===== src/logic/board_pkg.sv =====
package board_pkg;

    localparam int CLK_FREQUENCY = 25_000_000;
    localparam int UART_BAUD     = 1_562_500;
    localparam int BAUD_DIV      = CLK_FREQUENCY / UART_BAUD; // Clocks per serial bit

    ////////////////////////////////////////////////////////////
    // SDRAM timing, in system clocks

    localparam int SDRAM_CAS_LATENCY           = 2;
    localparam int SDRAM_BANK_ACTIVATE_LATENCY = 2;
    localparam int SDRAM_PRECHARGE_LATENCY     = 2;
    localparam int SDRAM_AUTOREFRESH_LATENCY   = 3;
    localparam int SDRAM_INIT_WAIT             = 200;
    localparam int SDRAM_REFRESH_INTERVAL      = 390;

    typedef logic [7:0]  byte_t;
    typedef logic [15:0] word_t;
    typedef logic [23:0] mem_addr_t;   // Bank, row, column
    typedef logic [12:0] sdram_row_t;
    typedef logic [1:0]  sdram_bank_t;

    typedef logic [$clog2(BAUD_DIV)-1:0]               baud_cnt_t;
    typedef logic [$clog2(SDRAM_INIT_WAIT)-1:0]        delay_t;
    typedef logic [$clog2(SDRAM_REFRESH_INTERVAL)-1:0] refresh_cnt_t;

    // Burst length 1, sequential, CAS latency 2
    localparam sdram_row_t SDRAM_MODE_REGISTER_VALUE = 13'h020;

    typedef enum logic [3:0] {
        ST_INIT_WAIT,
        ST_PRECHARGE_ALL,
        ST_REFRESH,
        ST_LOAD_MODE,
        ST_IDLE,
        ST_ACTIVATE,
        ST_READ,
        ST_WRITE,
        ST_WAIT
    } sdram_state_t;

    typedef enum logic [2:0] {
        MON_CMD,
        MON_ADDR,
        MON_DATA,
        MON_MEM_WAIT,
        MON_REPLY
    } monitor_state_t;

endpackage

===== src/logic/board_top.sv =====
`timescale 1ns/1ps

module board_top (
    input  logic                   clk,
    input  logic                   rst_n,
    output logic                   ntrap,
    output logic [6:0]             leds,
    output logic                   tx,
    input  logic                   rx,
    output logic                   sdram_clk,
    output logic                   sdram_cke,
    output board_pkg::sdram_row_t  sdram_address,
    output board_pkg::sdram_bank_t sdram_ba,
    output logic                   sdram_ncs,
    output logic                   sdram_ras,
    output logic                   sdram_cas,
    output logic                   sdram_nwe,
    input  board_pkg::word_t       sdram_data_in,
    output board_pkg::word_t       sdram_data_out,
    output logic                   sdram_data_oe [15:0],
    output logic [1:0]             sdram_dqm
);
    import board_pkg::*;

    byte_t main_leds;
    logic  sdram_data_noe;

    assign leds = ~main_leds[6:0];   // LEDs are active low

    // One enable per data pin
    for (genvar i = 0; i < 16; i++) begin : g_data_oe
        assign sdram_data_oe[i] = !sdram_data_noe;
    end

    board_main m (
        .clk(clk), .rst_n(rst_n), .rx(rx), .tx(tx), .ntrap(ntrap), .leds(main_leds),
        .sdram_clk(sdram_clk), .sdram_cke(sdram_cke), .sdram_ras(sdram_ras),
        .sdram_cas(sdram_cas), .sdram_nwe(sdram_nwe), .sdram_ncs(sdram_ncs),
        .sdram_data_noe(sdram_data_noe), .sdram_address(sdram_address),
        .sdram_ba(sdram_ba), .sdram_data_out(sdram_data_out), .sdram_dqm(sdram_dqm),
        .sdram_data_in(sdram_data_in)
    );

endmodule


===== src/logic/board_main.sv =====
`timescale 1ns/1ps

module board_main (
    input  logic                   clk,
    input  logic                   rst_n,
    input  logic                   rx,
    output logic                   tx,
    output logic                   ntrap,
    output board_pkg::byte_t       leds,
    output logic                   sdram_clk,
    output logic                   sdram_cke,
    output logic                   sdram_ras,
    output logic                   sdram_cas,
    output logic                   sdram_nwe,
    output logic                   sdram_ncs,
    output logic                   sdram_data_noe,
    output board_pkg::sdram_row_t  sdram_address,
    output board_pkg::sdram_bank_t sdram_ba,
    output board_pkg::word_t       sdram_data_out,
    output logic [1:0]             sdram_dqm,
    input  board_pkg::word_t       sdram_data_in
);
    import board_pkg::*;

    byte_t     rx_data;
    byte_t     tx_data;
    logic      rx_valid;
    logic      tx_start;
    logic      tx_busy;
    logic      mem_req;
    logic      mem_we;
    logic      mem_done;
    mem_addr_t mem_addr;
    word_t     mem_wdata;
    word_t     mem_rdata;
    logic      bad_cmd;

    assign sdram_clk = ~clk;   // SDRAM samples mid-cycle

    // Trap stays set until reset
    always_ff @(posedge clk or negedge rst_n) begin
        if (!rst_n)
            ntrap <= 1'b1;
        else if (bad_cmd)
            ntrap <= 1'b0;
    end

    uart_rx u_rx (
        .clk(clk), .rst_n(rst_n), .rx(rx), .rx_data(rx_data), .rx_valid(rx_valid)
    );

    uart_tx u_tx (
        .clk(clk), .rst_n(rst_n), .tx_start(tx_start), .tx_data(tx_data),
        .tx(tx), .tx_busy(tx_busy)
    );

    uart_monitor u_monitor (
        .clk(clk), .rst_n(rst_n), .rx_valid(rx_valid), .rx_data(rx_data),
        .tx_busy(tx_busy), .tx_start(tx_start), .tx_data(tx_data),
        .mem_req(mem_req), .mem_we(mem_we), .mem_addr(mem_addr), .mem_wdata(mem_wdata),
        .mem_done(mem_done), .mem_rdata(mem_rdata), .led_value(leds), .bad_cmd(bad_cmd)
    );

    sdram_ctrl u_sdram (
        .clk(clk), .rst_n(rst_n), .mem_req(mem_req), .mem_we(mem_we),
        .mem_addr(mem_addr), .mem_wdata(mem_wdata), .mem_done(mem_done),
        .mem_rdata(mem_rdata), .sdram_cke(sdram_cke), .sdram_ncs(sdram_ncs),
        .sdram_ras(sdram_ras), .sdram_cas(sdram_cas), .sdram_nwe(sdram_nwe),
        .sdram_data_noe(sdram_data_noe), .sdram_address(sdram_address),
        .sdram_ba(sdram_ba), .sdram_data_out(sdram_data_out),
        .sdram_data_in(sdram_data_in), .sdram_dqm(sdram_dqm)
    );

endmodule


===== src/logic/uart_monitor.sv =====
`timescale 1ns/1ps

module uart_monitor (
    input  logic                 clk,
    input  logic                 rst_n,
    input  logic                 rx_valid,
    input  board_pkg::byte_t     rx_data,
    input  logic                 tx_busy,
    output logic                 tx_start,
    output board_pkg::byte_t     tx_data,
    output logic                 mem_req,
    output logic                 mem_we,
    output board_pkg::mem_addr_t mem_addr,
    output board_pkg::word_t     mem_wdata,
    input  logic                 mem_done,
    input  board_pkg::word_t     mem_rdata,
    output board_pkg::byte_t     led_value,
    output logic                 bad_cmd
);
    import board_pkg::*;

    monitor_state_t state;
    byte_t          cmd;
    byte_t          reply_lo;  // Second byte of a read reply
    logic [1:0]     count;

    always_ff @(posedge clk or negedge rst_n) begin
        if (!rst_n) begin
            state     <= MON_CMD;
            cmd       <= '0;
            reply_lo  <= '0;
            count     <= '0;
            tx_start  <= 1'b0;
            tx_data   <= '0;
            mem_req   <= 1'b0;
            mem_we    <= 1'b0;
            mem_addr  <= '0;
            mem_wdata <= '0;
            led_value <= '0;
            bad_cmd   <= 1'b0;
        end else begin
            tx_start <= 1'b0;
            mem_req  <= 1'b0;
            bad_cmd  <= 1'b0;
            case (state)
                MON_CMD: begin
                    if (rx_valid && !tx_busy) begin
                        cmd   <= rx_data;
                        count <= '0;
                        case (rx_data)
                            "W", "R": state <= MON_ADDR;
                            "L":      state <= MON_DATA;
                            default:  bad_cmd <= 1'b1;
                        endcase
                    end
                end
                MON_ADDR: begin
                    if (rx_valid) begin
                        mem_addr <= {mem_addr[15:0], rx_data};  // High byte first
                        count    <= count + 1'b1;
                        if (count == 2'd2) begin
                            count <= '0;
                            if (cmd == "W") begin
                                state <= MON_DATA;
                            end else begin
                                mem_req <= 1'b1;
                                mem_we  <= 1'b0;
                                state   <= MON_MEM_WAIT;
                            end
                        end
                    end
                end
                MON_DATA: begin
                    if (rx_valid) begin
                        count <= count + 1'b1;
                        if (cmd == "L") begin
                            led_value <= rx_data;
                            tx_start  <= 1'b1;
                            tx_data   <= "K";
                            state     <= MON_CMD;
                        end else begin
                            mem_wdata <= {mem_wdata[7:0], rx_data};
                            if (count == 2'd1) begin
                                mem_req <= 1'b1;
                                mem_we  <= 1'b1;
                                state   <= MON_MEM_WAIT;
                            end
                        end
                    end
                end
                MON_MEM_WAIT: begin
                    if (mem_done) begin
                        tx_start <= 1'b1;
                        if (mem_we) begin
                            tx_data <= "K";
                            state   <= MON_CMD;
                        end else begin
                            tx_data  <= mem_rdata[15:8];
                            reply_lo <= mem_rdata[7:0];
                            state    <= MON_REPLY;
                        end
                    end
                end
                MON_REPLY: begin
                    if (!tx_busy && !tx_start) begin   // Busy rises a clock after start
                        tx_start <= 1'b1;
                        tx_data  <= reply_lo;
                        state    <= MON_CMD;
                    end
                end
                default: state <= MON_CMD;
            endcase
        end
    end

endmodule


===== src/logic/sdram_ctrl.sv =====
`timescale 1ns/1ps

module sdram_ctrl (
    input  logic                   clk,
    input  logic                   rst_n,
    input  logic                   mem_req,
    input  logic                   mem_we,
    input  board_pkg::mem_addr_t   mem_addr,
    input  board_pkg::word_t       mem_wdata,
    output logic                   mem_done,
    output board_pkg::word_t       mem_rdata,
    output logic                   sdram_cke,
    output logic                   sdram_ncs,
    output logic                   sdram_ras,
    output logic                   sdram_cas,
    output logic                   sdram_nwe,
    output logic                   sdram_data_noe,
    output board_pkg::sdram_row_t  sdram_address,
    output board_pkg::sdram_bank_t sdram_ba,
    output board_pkg::word_t       sdram_data_out,
    input  board_pkg::word_t       sdram_data_in,
    output logic [1:0]             sdram_dqm
);
    import board_pkg::*;

    sdram_state_t state;
    sdram_state_t after_wait;   // Where ST_WAIT goes when the delay runs out
    delay_t       delay;
    refresh_cnt_t refresh_cnt;
    logic         refresh_due;
    logic         req_pending;
    logic         done_pending;
    logic [1:0]   init_refs;    // Refreshes left in power-up
    logic         op_we;
    mem_addr_t    op_addr;
    word_t        op_wdata;
    logic         start_op;
    logic         finish_op;
    sdram_row_t   col_address;

    assign start_op  = state == ST_IDLE && !refresh_due && req_pending;
    assign finish_op = state == ST_WAIT && delay == '0 && done_pending;
    assign col_address = {3'b001, 1'b0, op_addr[8:0]};  // A10 selects auto-precharge

    assign sdram_cke      = 1'b1;
    assign sdram_dqm      = 2'b00;
    assign sdram_data_out = op_wdata;

    ////////////////////////////////////////////////////////////
    // Sequencer

    always_ff @(posedge clk or negedge rst_n) begin
        if (!rst_n) begin
            state        <= ST_INIT_WAIT;
            after_wait   <= ST_IDLE;
            delay        <= delay_t'(SDRAM_INIT_WAIT - 1);
            init_refs    <= 2'd2;
            req_pending  <= 1'b0;
            done_pending <= 1'b0;
            mem_done     <= 1'b0;
        end else begin
            mem_done <= 1'b0;
            if (mem_req)
                req_pending <= 1'b1;
            case (state)
                ST_INIT_WAIT: begin
                    if (delay == '0)
                        state <= ST_PRECHARGE_ALL;
                    else
                        delay <= delay - 1'b1;
                end
                ST_PRECHARGE_ALL: begin
                    state      <= ST_WAIT;
                    after_wait <= ST_REFRESH;
                    delay      <= delay_t'(SDRAM_PRECHARGE_LATENCY - 2);
                end
                ST_REFRESH: begin
                    state <= ST_WAIT;
                    delay <= delay_t'(SDRAM_AUTOREFRESH_LATENCY - 2);
                    if (init_refs == 2'd2)
                        after_wait <= ST_REFRESH;
                    else if (init_refs == 2'd1)
                        after_wait <= ST_LOAD_MODE;
                    else
                        after_wait <= ST_IDLE;
                    if (init_refs != 2'd0)
                        init_refs <= init_refs - 1'b1;
                end
                ST_LOAD_MODE: begin
                    state      <= ST_WAIT;
                    after_wait <= ST_IDLE;
                    delay      <= '0;           // tMRD of two clocks
                end
                ST_IDLE: begin
                    if (refresh_due) begin
                        state <= ST_REFRESH;
                    end else if (req_pending) begin
                        req_pending <= 1'b0;
                        state       <= ST_ACTIVATE;
                    end
                end
                ST_ACTIVATE: begin
                    state      <= ST_WAIT;
                    after_wait <= op_we ? ST_WRITE : ST_READ;
                    delay      <= delay_t'(SDRAM_BANK_ACTIVATE_LATENCY - 2);
                end
                ST_WRITE: begin
                    state        <= ST_WAIT;
                    after_wait   <= ST_IDLE;
                    delay        <= delay_t'(SDRAM_PRECHARGE_LATENCY - 2);
                    done_pending <= 1'b1;
                end
                ST_READ: begin
                    state        <= ST_WAIT;
                    after_wait   <= ST_IDLE;
                    delay        <= delay_t'(SDRAM_CAS_LATENCY); // One extra clock to capture
                    done_pending <= 1'b1;
                end
                ST_WAIT: begin
                    if (delay != '0) begin
                        delay <= delay - 1'b1;
                    end else if (done_pending) begin
                        done_pending <= 1'b0;
                        mem_done     <= 1'b1;
                        if (op_we)
                            state <= after_wait;
                        else
                            delay <= delay_t'(SDRAM_PRECHARGE_LATENCY - 1); // Let precharge finish
                    end else begin
                        state <= after_wait;
                    end
                end
                default: state <= ST_IDLE;
            endcase
        end
    end

    // Request payload and read data
    always_ff @(posedge clk) begin
        if (start_op) begin
            op_we    <= mem_we;
            op_addr  <= mem_addr;
            op_wdata <= mem_wdata;
        end
        if (finish_op && !op_we)
            mem_rdata <= sdram_data_in;
    end

    // Refresh interval timer
    always_ff @(posedge clk or negedge rst_n) begin
        if (!rst_n) begin
            refresh_cnt <= refresh_cnt_t'(SDRAM_REFRESH_INTERVAL - 1);
            refresh_due <= 1'b0;
        end else if (refresh_cnt == '0) begin
            refresh_cnt <= refresh_cnt_t'(SDRAM_REFRESH_INTERVAL - 1);
            refresh_due <= 1'b1;
        end else begin
            refresh_cnt <= refresh_cnt - 1'b1;
            if (state == ST_REFRESH)
                refresh_due <= 1'b0;
        end
    end

    ////////////////////////////////////////////////////////////
    // Command decode

    always_comb begin
        sdram_ncs      = 1'b0;
        sdram_ras      = 1'b1;
        sdram_cas      = 1'b1;
        sdram_nwe      = 1'b1;
        sdram_data_noe = 1'b1;
        sdram_address  = op_addr[21:9];
        sdram_ba       = op_addr[23:22];
        case (state)
            ST_INIT_WAIT: sdram_ncs = 1'b1;
            ST_PRECHARGE_ALL: begin
                sdram_ras     = 1'b0;
                sdram_nwe     = 1'b0;
                sdram_address = 13'h0400;   // All banks
            end
            ST_REFRESH: begin
                sdram_ras = 1'b0;
                sdram_cas = 1'b0;
            end
            ST_LOAD_MODE: begin
                sdram_ras     = 1'b0;
                sdram_cas     = 1'b0;
                sdram_nwe     = 1'b0;
                sdram_address = SDRAM_MODE_REGISTER_VALUE;
            end
            ST_ACTIVATE: sdram_ras = 1'b0;
            ST_READ: begin
                sdram_cas     = 1'b0;
                sdram_address = col_address;
            end
            ST_WRITE: begin
                sdram_cas      = 1'b0;
                sdram_nwe      = 1'b0;
                sdram_address  = col_address;
                sdram_data_noe = 1'b0;
            end
            default: ;   // NOP
        endcase
    end

endmodule


===== src/logic/uart_tx.sv =====
`timescale 1ns/1ps

module uart_tx (
    input  logic             clk,
    input  logic             rst_n,
    input  logic             tx_start,
    input  board_pkg::byte_t tx_data,
    output logic             tx,
    output logic             tx_busy
);
    import board_pkg::*;

    baud_cnt_t  cnt;
    logic [3:0] bit_idx;
    logic [8:0] shifter;   // Data bits then stop bit

    always_ff @(posedge clk or negedge rst_n) begin
        if (!rst_n) begin
            tx      <= 1'b1;
            tx_busy <= 1'b0;
            cnt     <= '0;
            bit_idx <= '0;
            shifter <= '1;
        end else if (!tx_busy) begin
            if (tx_start) begin
                tx      <= 1'b0;                  // Start bit
                tx_busy <= 1'b1;
                shifter <= {1'b1, tx_data};
                cnt     <= baud_cnt_t'(BAUD_DIV - 1);
                bit_idx <= '0;
            end
        end else if (cnt != '0) begin
            cnt <= cnt - 1'b1;
        end else begin
            cnt <= baud_cnt_t'(BAUD_DIV - 1);
            if (bit_idx == 4'd9) begin
                tx_busy <= 1'b0;                  // Stop bit done
            end else begin
                tx      <= shifter[0];
                shifter <= {1'b1, shifter[8:1]};
                bit_idx <= bit_idx + 1'b1;
            end
        end
    end

endmodule


===== src/logic/uart_rx.sv =====
`timescale 1ns/1ps

module uart_rx (
    input  logic             clk,
    input  logic             rst_n,
    input  logic             rx,
    output board_pkg::byte_t rx_data,
    output logic             rx_valid
);
    import board_pkg::*;

    logic      rx_meta;
    logic      rx_sync;
    logic      busy;
    baud_cnt_t cnt;
    logic [3:0] bit_idx;   // 0 start, 1..8 data, 9 stop
    byte_t     shifter;

    always_ff @(posedge clk or negedge rst_n) begin
        if (!rst_n) begin
            rx_meta  <= 1'b1;
            rx_sync  <= 1'b1;
            busy     <= 1'b0;
            cnt      <= '0;
            bit_idx  <= '0;
            shifter  <= '0;
            rx_data  <= '0;
            rx_valid <= 1'b0;
        end else begin
            rx_meta  <= rx;
            rx_sync  <= rx_meta;
            rx_valid <= 1'b0;
            if (!busy) begin
                if (!rx_sync) begin
                    busy    <= 1'b1;
                    cnt     <= baud_cnt_t'(BAUD_DIV / 2 - 1); // Land on mid start bit
                    bit_idx <= '0;
                end
            end else if (cnt != '0) begin
                cnt <= cnt - 1'b1;
            end else begin
                cnt     <= baud_cnt_t'(BAUD_DIV - 1);
                bit_idx <= bit_idx + 1'b1;
                if (bit_idx == 4'd0) begin
                    if (rx_sync)
                        busy <= 1'b0;             // Glitch, not a start bit
                end else if (bit_idx == 4'd9) begin
                    busy <= 1'b0;
                    if (rx_sync) begin            // Bad stop bit drops the frame
                        rx_data  <= shifter;
                        rx_valid <= 1'b1;
                    end
                end else begin
                    shifter <= {rx_sync, shifter[7:1]}; // LSB first
                end
            end
        end
    end

endmodule


===== config.mk =====
export PLATFORM = sky130hd
export DESIGN_NAME = board_top
export DESIGN_NICKNAME = d
export VERILOG_FILES = /design/src/logic/board_pkg.sv /design/src/logic/board_top.sv /design/src/logic/board_main.sv /design/src/logic/uart_monitor.sv /design/src/logic/sdram_ctrl.sv /design/src/logic/uart_tx.sv /design/src/logic/uart_rx.sv
export SDC_FILE = /design/constraint.sdc
export NUM_CORES = 1
export LEC_CHECK = 0
export BUFFER_PORTS_ARGS = -buffer_cell sky130_fd_sc_hd__buf_2
export CAP_MARGIN = 20
export CORE_ASPECT_RATIO = 0.75
export CORE_UTILIZATION = 54
export DETAILED_ROUTE_END_ITERATION = 8
export PLACE_DENSITY = 0.76
export SYNTH_ARGS = -nofsm -noshare
export SYNTH_HDL_FRONTEND = slang
export SYNTH_HIERARCHICAL = 1
export SYNTH_SLANG_ARGS = --single-unit

===== constraint.sdc =====
create_clock -name clk -period 2.8 [get_ports clk]
set_input_delay 0.14 -clock clk [delete_from_list [all_inputs] [get_ports clk]]
set_output_delay 0.14 -clock clk [all_outputs]
set_load 0.005 [all_outputs]

==> results.yml, run 1 <==
worst_setup_path:
  timing.setup.critical_path_class: "flop to primary output"
  end_kind: "primary output"
  critical_path.cell_chain: "and3b_1 > nand2_1 > inv_1 > buf_2"
  setup.reg_to_reg.worst_slack_ns: 0.48
  timing.critical_path.from_type: "flop"
  critPathRequiredTime_ns: 2.66
  crit_path_max_fanout: 18
  worst_r2r_path_depth: 6
  crit_family: "simple AND/OR/NAND/NOR gates"
  cpMaxStageDelayCell: "and3b_1"
  worst_r2r_endpoint: "m/u_sdram/mem_rdata[1]"
  worst_r2r_startpoint: "m/u_sdram/delay[0]"
  worstPathArrival_ns: 2.24
  cp_num_buf_inv: 2
  slowest_delay_ns: 0.64
synth:
  synth_cells: 704
  synth.yosys.warnings: 6
  syn-cell-area_um2: 9300
  avgSynthCellArea_um2: 13.2
place:
  numPlacedInstances: 963
  gp_routability_congestion: 0.841
  post-dp-hpwl_um: 11200
  place_area_um2: 9750
  pre_cts_ws_ns: 0.508
  port_buffers: 79
final_layout:
  stdcell_count: 1017
  final_core_util: 0.634
  final_layout_size_suffix_gt1_frac: 0.317
  ff_latch_area_um2: 5670
  postLayoutCellArea_um2: 10700
  nNetsFinal: 824
  area_delta_synth_final_pct: 14.6
  final.fill_count: 1234
  antenna_cells_inserted: 0
  multi_input_comb_area_um2: 3180
global_routing:
  grt_pass1_vias: 5859
  globalRoute.totalOverflow: 0
  grt_max_degree: 77
  grt_util_all_layers: 0.200
  antenna_found_initial: 0
  wire_length_of_the_first_global_routing_pass_um: 28800
cts:
  cts.path.max_buffers: 3
  cts.root.buffer_cell: "clkbuf_16"
  cts_made_buffers: 21
  tritoncts: "yes"
  clk_latency_ns: 0.48
  cts-htree-levels: 1
  worst_setup_hold_path_clk_slew_ns: 0.06
  postCtsResizedCells: 0
  postCtsSetupRepairBufs: 0
sta:
  setup_total_negative_slack_ns: 0
  hold_ws_ns: 0.226
  finalCriticalPeriod_ns: 2.38
  timing.max_slew.rel_slack: 0.467
  setup-violations-final: 0
  fin_ws_ns: 0.423
  max_slew.worst_pin.slew_ns: 0.788
  grt_setup_unrepaired: "no"
  min_period_over_period: 0.849
  hold_viol_final: 0
  timing.clock.skew_ns: 0.00824
  fmaxAchievable_mhz: 421
  maxSlewViolCount: 0
detailed_routing:
  detailedRoute.firstIterationViolations: 358
  routed_via_density: 5.63
  antenna_violating_nets_post_route: 0
  detailroute.via_count: 5723
  drc: 0
  drt_total_wl_um: 16800
  detail_route.first_pass.iterations: 5
  avgRoutedWirePerCell_um: 16.6
floorplan:
  ioPinCount: 83
  die_y_um: 116
  placement_row_count: 41
  dieArea_um2: 17800
  dieWidth_um: 154
  floorplan.core_area_um2: 16800
  starting_density_of_the_core: 0.553
status:
  run_status: "finished clean"
min_path:
  hold_path_class: "input pin to asynchronous set/reset pin"
power_and_ir_drop:
  pwr_density_cell_nw_per_um2: 625
  totalPowerFinal_mw: 6.66
  leakagePower_nw: 4.63
  vdd_drop_max_mv: 0.562
run:
  cap_viol_max_count: 0
[sequential cells by signal, indices dropped and copies added (netlist names), 2 cells and up]
signal / count
m/u_rx/rx_data: 8
m/u_monitor/cmd: 8
m/u_sdram/op_addr: 24
m/u_sdram/init_refs: 2
m/u_rx/shifter: 8
m/u_tx/bit_idx: 4
m/u_rx/cnt: 4
m/u_monitor/count: 2
m/u_monitor/tx_data: 8
m/u_sdram/state: 4
m/u_monitor/reply_lo: 8
m/u_sdram/mem_rdata: 16
m/u_sdram/after_wait: 3
m/u_monitor/mem_wdata: 16
m/u_monitor/state: 3
m/u_sdram/delay: 8
m/u_rx/bit_idx: 4
m/u_tx/shifter: 8
m/u_sdram/sdram_data_out: 16
m/u_monitor/mem_addr: 24
m/u_sdram/refresh_cnt: 9
m/u_monitor/led_value: 7
m/u_tx/cnt: 4
[power by group]
group	internal (mW)	total, mW	switching (mW)	leakage, nW
Combinational	0.142	0.293	0.151	1.76
Sequential	3.27	3.35	0.0808	2.50
Clock	1.90	3.02	1.12	0.368
[layout by cell type, fill, tap and decap left out, types with 4 or more instances in the layout]
cell type / instances
o22ai_1: 9
o31ai_1: 8
nor3_1: 12
nand2b_1: 9
nand3_1: 7
dfstp_2: 23
buf_2: 78
mux2i_1: 14
a21oi_1: 17
xor2_1: 6
ha_1: 16
o21ai_0: 19
o211ai_1: 7
xnor2_1: 6
edfxtp_1: 57
a22o_1: 12
bufinv_16: 5
nor2_1: 35
inv_1: 42
clkbuf_16: 21
clkbuf_1: 5
dlygate4sd3_1: 18
buf_4: 6
dfrtp_1: 134
a21o_1: 4
or3_1: 5
nand2_1: 42
mux2_2: 84
[routing by layer]
metal,global-route usage,vias up,part of all wire
met5,0,-,0
met4,0.0447,0,0.017
met3,0.0322,21,0.043
met2,0.345,152,0.49
met1,0.272,2863,0.45
li1,-,2687,-
[worst reg2reg max path, stage by stage, from the launching register on]
cell and delay, ns:
dfstp_2 0.38, inv_1 0.09, ha_1 0.14, or3b_2 0.51, or4_4 0.48, nor3_2 0.12
buf_4 0.26
[layout make-up]
| type | count | share of cell area |
|---|---|---|
| clock buffer | 29 | 0.0541 |
| clock inverter | 9 | 0.0157 |
| tap | 215 | 0.0252 |
| inverter | 41 | 0.0144 |
| timing repair buffer | 103 | 0.0602 |
| multi-input combinational | 406 | 0.299 |
| sequential | 214 | 0.532 |
[what timing repair did]
action,CTS,global route
endpoints found under the setup margin,0,0
endpoints found under the hold margin,88,0
hold buffers,18,0
[how the worst max path moves through the flow]
stage | start | end | slack, ns | depth (start not counted)
finish | m/u_sdram/state[3] | sdram_data_oe[1] | 0.42 | 4
global route | m/u_sdram/state[3] | sdram_data_oe[13] | 0.29 | 4
CTS | m/u_sdram/state[3] | sdram_data_oe[8] | 0.41 | 4
detailed placement | m/u_sdram/delay[0] | m/u_sdram/mem_rdata[7] | 0.51 | 6
global placement | m/u_sdram/delay[0] | m/u_sdram/mem_rdata[15] | 0.58 | 6
floorplan | m/u_sdram/delay[0] | m/u_sdram/mem_rdata[0] | 0.23 | 5
Note: power is estimated with default switching activity, not from simulation.
==> run 2: changes to the inputs <==
--- a/config.mk
+++ b/config.mk
@@ -5,12 +5,13 @@
 export SDC_FILE = /design/constraint.sdc
 export NUM_CORES = 1
 export LEC_CHECK = 0
+export ABC_AREA = 1
 export BUFFER_PORTS_ARGS = -buffer_cell sky130_fd_sc_hd__buf_2
 export CAP_MARGIN = 20
 export CORE_ASPECT_RATIO = 0.75
-export CORE_UTILIZATION = 54
+export CORE_UTILIZATION = 55
 export DETAILED_ROUTE_END_ITERATION = 8
-export PLACE_DENSITY = 0.76
+export PLACE_DENSITY = 0.74
 export SYNTH_ARGS = -nofsm -noshare
 export SYNTH_HDL_FRONTEND = slang
 export SYNTH_HIERARCHICAL = 1
==> constraint.sdc (replaced) <==
create_clock -name clk -period 2.5 [get_ports clk]
set_input_delay 0.125 -clock clk [delete_from_list [all_inputs] [get_ports clk]]
set_output_delay 0.125 -clock clk [all_outputs]
set_load 0.005 [all_outputs]
==> results.yml, run 2 <==
cts:
  cts_made_buffers: 22
  cts.path.max_buffers: 3
  cts.root.buffer_cell: "clkbuf_16"
  tritoncts: "yes"
  worst_setup_hold_path_clk_slew_ns: 0.07
  cts-htree-levels: 1
  clk_latency_ns: 0.50
sta:
  maxSlewViolCount: 0
  fmaxAchievable_mhz: 435
  timing.max_slew.rel_slack: 0.480
  setup-violations-final: 0
  timing.clock.skew_ns: 0.0115
  hold_viol_final: 0
  fin_ws_ns: 0.199
  max_slew.worst_pin.slew_ns: 0.777
  min_period_over_period: 0.921
  finalCriticalPeriod_ns: 2.30
  grt_setup_unrepaired: "no"
  setup_total_negative_slack_ns: 0
worst_setup_path:
  critical_path.cell_chain: "inv_1 > nand2_1 > nor2_1 > buf_4 > a31oi_1 > buf_4 > nand2_1 > nor2_1 > buf_2"
  timing.critical_path.from_type: "flop"
  end_kind: "primary output"
  worst_r2r_startpoint: "m/u_monitor/state[1]"
  worstPathArrival_ns: 2.18
  cpMaxStageDelayCell: "dfrtp_2"
  timing.critical_path.from: "m/u_sdram/state[3]"
  slowest_delay_ns: 0.46
  critPathRequiredTime_ns: 2.38
  timing.setup.critical_path_class: "flop to primary output"
  crit_path_max_fanout: 11
global_routing:
  antenna_found_initial: 0
  globalRoute.totalOverflow: 0
  grt_max_degree: 70
  wire_length_of_the_first_global_routing_pass_um: 31000
  grt_util_all_layers: 0.216
  grt_pass1_vias: 6390
floorplan:
  dieArea_um2: 18000
  dieWidth_um: 154
  die_y_um: 116
  ioPinCount: 83
  placement_row_count: 41
  floorplan.core_area_um2: 16900
  starting_density_of_the_core: 0.566
detailed_routing:
  detailedRoute.firstIterationViolations: 471
  routed_via_density: 5.12
  routed.top_layer: "met4"
  antenna_violating_nets_post_route: 0
  avgRoutedWirePerCell_um: 13.9
  routed_wl_met2_um: 8290
  drc: 0
  wl_met1_um: 9080
  detailroute.via_count: 6855
  drt_total_wl_um: 18500
  met3WireLength_um: 847
  detail_route.first_pass.iterations: 6
final_layout:
  ff_latch_area_um2: 5670
  final.fill_count: 1376
  final_common_cell: "nand2_1"
  area_delta_synth_final_pct: 14.8
  antenna_cells_inserted: 0
  final_layout_size_suffix_gt1_frac: 0.187
  highest_count_cells_in_the_layout_ignoring_fill_and_taps: "nand2_1 (337), dfrtp_1 (133), inv_1 (103), buf_2 (78), o21ai_0 (66)"
  multi_input_comb_area_um2: 3190
  largest_registers: "m/u_monitor/mem_addr (24), m/u_sdram/op_addr (24)"
  nNetsFinal: 1143
synth:
  syn-cell-area_um2: 9580
  synth.yosys.warnings: 6
  synth_cells: 1019
  avgSynthCellArea_um2: 9.40
power_and_ir_drop:
  vdd_drop_max_mv: 0.536
  pwr_density_cell_nw_per_um2: 685
  leakagePower_nw: 5.28
status:
  run_status: "finished clean"
place:
  post-dp-hpwl_um: 12300
  gp_routability_congestion: 0.885
  port_buffers: 79
  pre_cts_ws_ns: 0.530
run:
  cap_viol_max_count: 0
min_path:
  hold_path_class: "input pin to asynchronous set/reset pin"
## run 2: per-stage QoR
stage	utilization	hold WS [ns]	std cells	area, um2	total power [mW]
global placement	0.594	0.0564	1281	10100	4.25
finish	0.649	0.0923	1339	11000	7.53
floorplan	-	-0.171	1020	9580	4.11
detailed placement	0.594	0.0573	1281	10100	4.27
CTS	0.649	0.0970	1339	11000	7.61
global route	0.649	0.113	1339	11000	7.82
## run 2: layout make-up
class                           instances  area share
Sequential cell                       214       0.516
Multi-Input combinational cell        649       0.290
Clock buffer                           34      0.0614
Timing Repair Buffer                  105      0.0609
Inverter                              114      0.0398
Tap cell                              215      0.0245
Clock inverter                          8     0.00740
## run 2: critical path: cells and delay by family (launching register included)
family,cells,cell delay (ns)
AO/OA/AOI/OAI,1,0.16
buffers and inverters,4,0.60
AND/OR/NAND/NOR,4,0.45
flip-flops,1,0.46
## run 2: metal layers
layer	vias to the layer above	GRT usage
li1	3405	-
met1	3249	0.317
met2	173	0.345
met3	28	0.0297
met5	-	0
met4	0	0.0521
## run 2: final timing paths
path / cells after the start / slack [ns] / to
max: 9 / 0.20 / sdram_address[11]
min: 2 / 0.09 / m/u_monitor/mem_addr[11]
max reg2reg: 6 / 0.39 / m/u_monitor/count[0]
min reg2reg: 0 / 0.36 / m/u_rx/rx_sync
max in group asynchronous: 3 / 1.65 / m/u_tx/shifter[2]
min in group clk: 2 / 0.27 / m/u_rx/rx_meta
## run 2: power breakdown
| group | internal, mW | switching, mW | leakage (nW) | total [mW] |
|---|---|---|---|---|
| combinational | 0.156 | 0.300 | 2.41 | 0.457 |
| sequential | 3.67 | 0.0834 | 2.50 | 3.75 |
| clock | 1.98 | 1.34 | 0.377 | 3.33 |
## run 2: what timing repair did
item | in CTS | in global routing
resized for setup | 0 | 1
buffers inserted | 0 | 0
hold endpoints to repair | 161 | 0
hold buffers | 18 | 0
endpoints found under the setup margin | 0 | 6
==> run 3: changes to the inputs <==
--- a/config.mk
+++ b/config.mk
@@ -9,6 +9,7 @@
 export BUFFER_PORTS_ARGS = -buffer_cell sky130_fd_sc_hd__buf_2
 export CAP_MARGIN = 20
 export CORE_ASPECT_RATIO = 0.75
+export CORE_MARGIN = 2
 export CORE_UTILIZATION = 55
 export DETAILED_ROUTE_END_ITERATION = 8
 export PLACE_DENSITY = 0.74
==> results.yml, run 3 (synthesis results as in run 2) <==
status:
  run_status: "finished clean"
floorplan:
  dieWidth_um: 156
  floorplan.core_area_um2: 16900
  die_y_um: 118
  starting_density_of_the_core: 0.566
  placement_row_count: 41
  dieArea_um2: 18500
  ioPinCount: 83
power_and_ir_drop:
  internal_power_mw: 5.72
  pwr_density_cell_nw_per_um2: 676
  power.net_switching_mw: 1.68
  p_seq_frac: 0.507
  leakagePower_nw: 5.27
  totalPowerFinal_mw: 7.40
  swShare: 0.227
  vdd_drop_max_mv: 0.557
  clockPowerShare: 0.433
  comb_power_share: 0.060
place:
  numPlacedInstances: 1281
  gp_routability_congestion: 0.889
  port_buffers: 79
  post-dp-hpwl_um: 12000
  place_area_um2: 10100
global_routing:
  antenna_found_initial: 0
  grt_pass1_vias: 6290
  global_route.usage.met1: 0.296
  globalRoute.totalOverflow: 0
  gr-usage-met2: 0.315
  wire_length_of_the_first_global_routing_pass_um: 30300
  globalRoute.busiestLayer: "met2"
  grt_max_degree: 67
  grt_util_all_layers: 0.200
  met3_usage: 0.0323
cts:
  tritoncts: "yes"
  cts.root.buffer_cell: "clkbuf_16"
  cts-htree-levels: 1
  clk_latency_ns: 0.49
  worst_setup_hold_path_clk_slew_ns: 0.06
  cts.path.max_buffers: 3
  cts_made_buffers: 21
final_layout:
  stdcell_count: 1336
  nNetsFinal: 1142
  antenna_cells_inserted: 0
  highest_count_cells_in_the_layout_ignoring_fill_and_taps: "nand2_1 (337), dfrtp_1 (133), inv_1 (103), buf_2 (78), o21ai_0 (66)"
  postLayoutCellArea_um2: 11000
  final_layout_size_suffix_gt1_frac: 0.185
  largest_registers: "m/u_monitor/mem_addr (24), m/u_sdram/op_addr (24)"
  area_delta_synth_final_pct: 14.4
  final_common_cell: "nand2_1"
run:
  cap_viol_max_count: 0
sta:
  setup_total_negative_slack_ns: 0
  hold_viol_final: 0
  maxSlewViolCount: 0
  timing.clock.skew_ns: 0.0123
  fmaxAchievable_mhz: 436
  min_period_over_period: 0.917
  max_slew.worst_pin.slew_ns: 0.721
  finalCriticalPeriod_ns: 2.29
  setup-violations-final: 0
  grt_setup_unrepaired: "no"
  timing.max_slew.rel_slack: 0.518
detailed_routing:
  detailroute.via_count: 6693
  avgRoutedWirePerCell_um: 13.3
  detail_route.first_pass.iterations: 4
  detailedRoute.firstIterationViolations: 365
  drc: 0
  routed_via_density: 5.01
  drt_total_wl_um: 17700
  antenna_violating_nets_post_route: 0
worst_setup_path:
  end_kind: "primary output"
  critPathRequiredTime_ns: 2.38
  cp_num_buf_inv: 4
  timing.setup.critical_path_class: "flop to primary output"
  worstPathArrival_ns: 2.17
  timing.critical_path.from_type: "flop"
  critical_path.cell_chain: "inv_1 > nand2_1 > nor2_1 > buf_4 > a31oi_1 > buf_4 > nand2_1 > nor2_1 > buf_2"
  cpMaxStageDelayCell: "dfrtp_2"
  crit_family: "buffers and inverters"
  crit_path_max_fanout: 11
  slowest_delay_ns: 0.46
min_path:
  hold_path_class: "input pin to asynchronous set/reset pin"
run 3: cell type report:
type | instances | area (um2)
well taps | 215 | 269
inverters | 114 | 438
clock inverters | 10 | 106
repair buffers | 105 | 682
flip-flops and latches | 214 | 5670
multi-input cells | 649 | 3190
clock buffers | 29 | 598
fillers | 1379 | 5980
run 3: stage by stage:
step	util	setup WS, ns	hold WS, ns
final	0.647	0.207	0.189
after global routing	0.647	0.0289	0.236
after CTS	0.647	0.0866	0.200
after detailed placement	0.595	0.553	0.165
after global placement	0.595	0.591	0.163
after floorplan	-	0.0604	-0.171
run 3: per-layer routing:
layer / share of wire / up-vias
met5: 0 / -
met4: 0.016 / 0
met3: 0.043 / 26
met2: 0.45 / 129
met1: 0.49 / 3132
li1: - / 3406
run 3: path summary, 6_finish.rpt:
kind / start / to / slack (ns) / cells after the start
worst max-delay path: m/u_sdram/state[3] / sdram_address[12] / 0.21 / 9
max in group asynchronous: rst_n / m/u_sdram/delay[0] / 1.57 / 3
min in group clk: rx / m/u_rx/rx_meta / 0.27 / 2
worst max register to register: m/u_sdram/state[2] / m/u_sdram/op_addr[19] / 0.49 / 5
worst min-delay path: rst_n / m/u_rx/bit_idx[0] / 0.19 / 2
worst min register to register: m/u_rx/rx_meta / m/u_rx/rx_sync / 0.36 / 0
run 3: power by group through the flow:
| stage | Clock (mW) | Sequential [mW] | Combinational, mW |
|---|---|---|---|
| 6_report | 3.20 | 3.75 | 0.448 |
| 2_1_floorplan | 0.00916 | 3.79 | 0.315 |
| 3_3_place_gp | 0.0223 | 3.81 | 0.416 |
| 4_1_cts | 3.27 | 3.75 | 0.456 |
| 5_1_grt | 3.44 | 3.76 | 0.526 |
| 3_5_place_dp | 0.0223 | 3.82 | 0.432 |
run 3: timing repair:
action / CTS / global route
hold endpoints to repair: 79 / 0
setup buffers: 0 / 0
hold buffers: 18 / 0
gates resized for setup: 0 / 1
setup endpoints to repair: 0 / 6
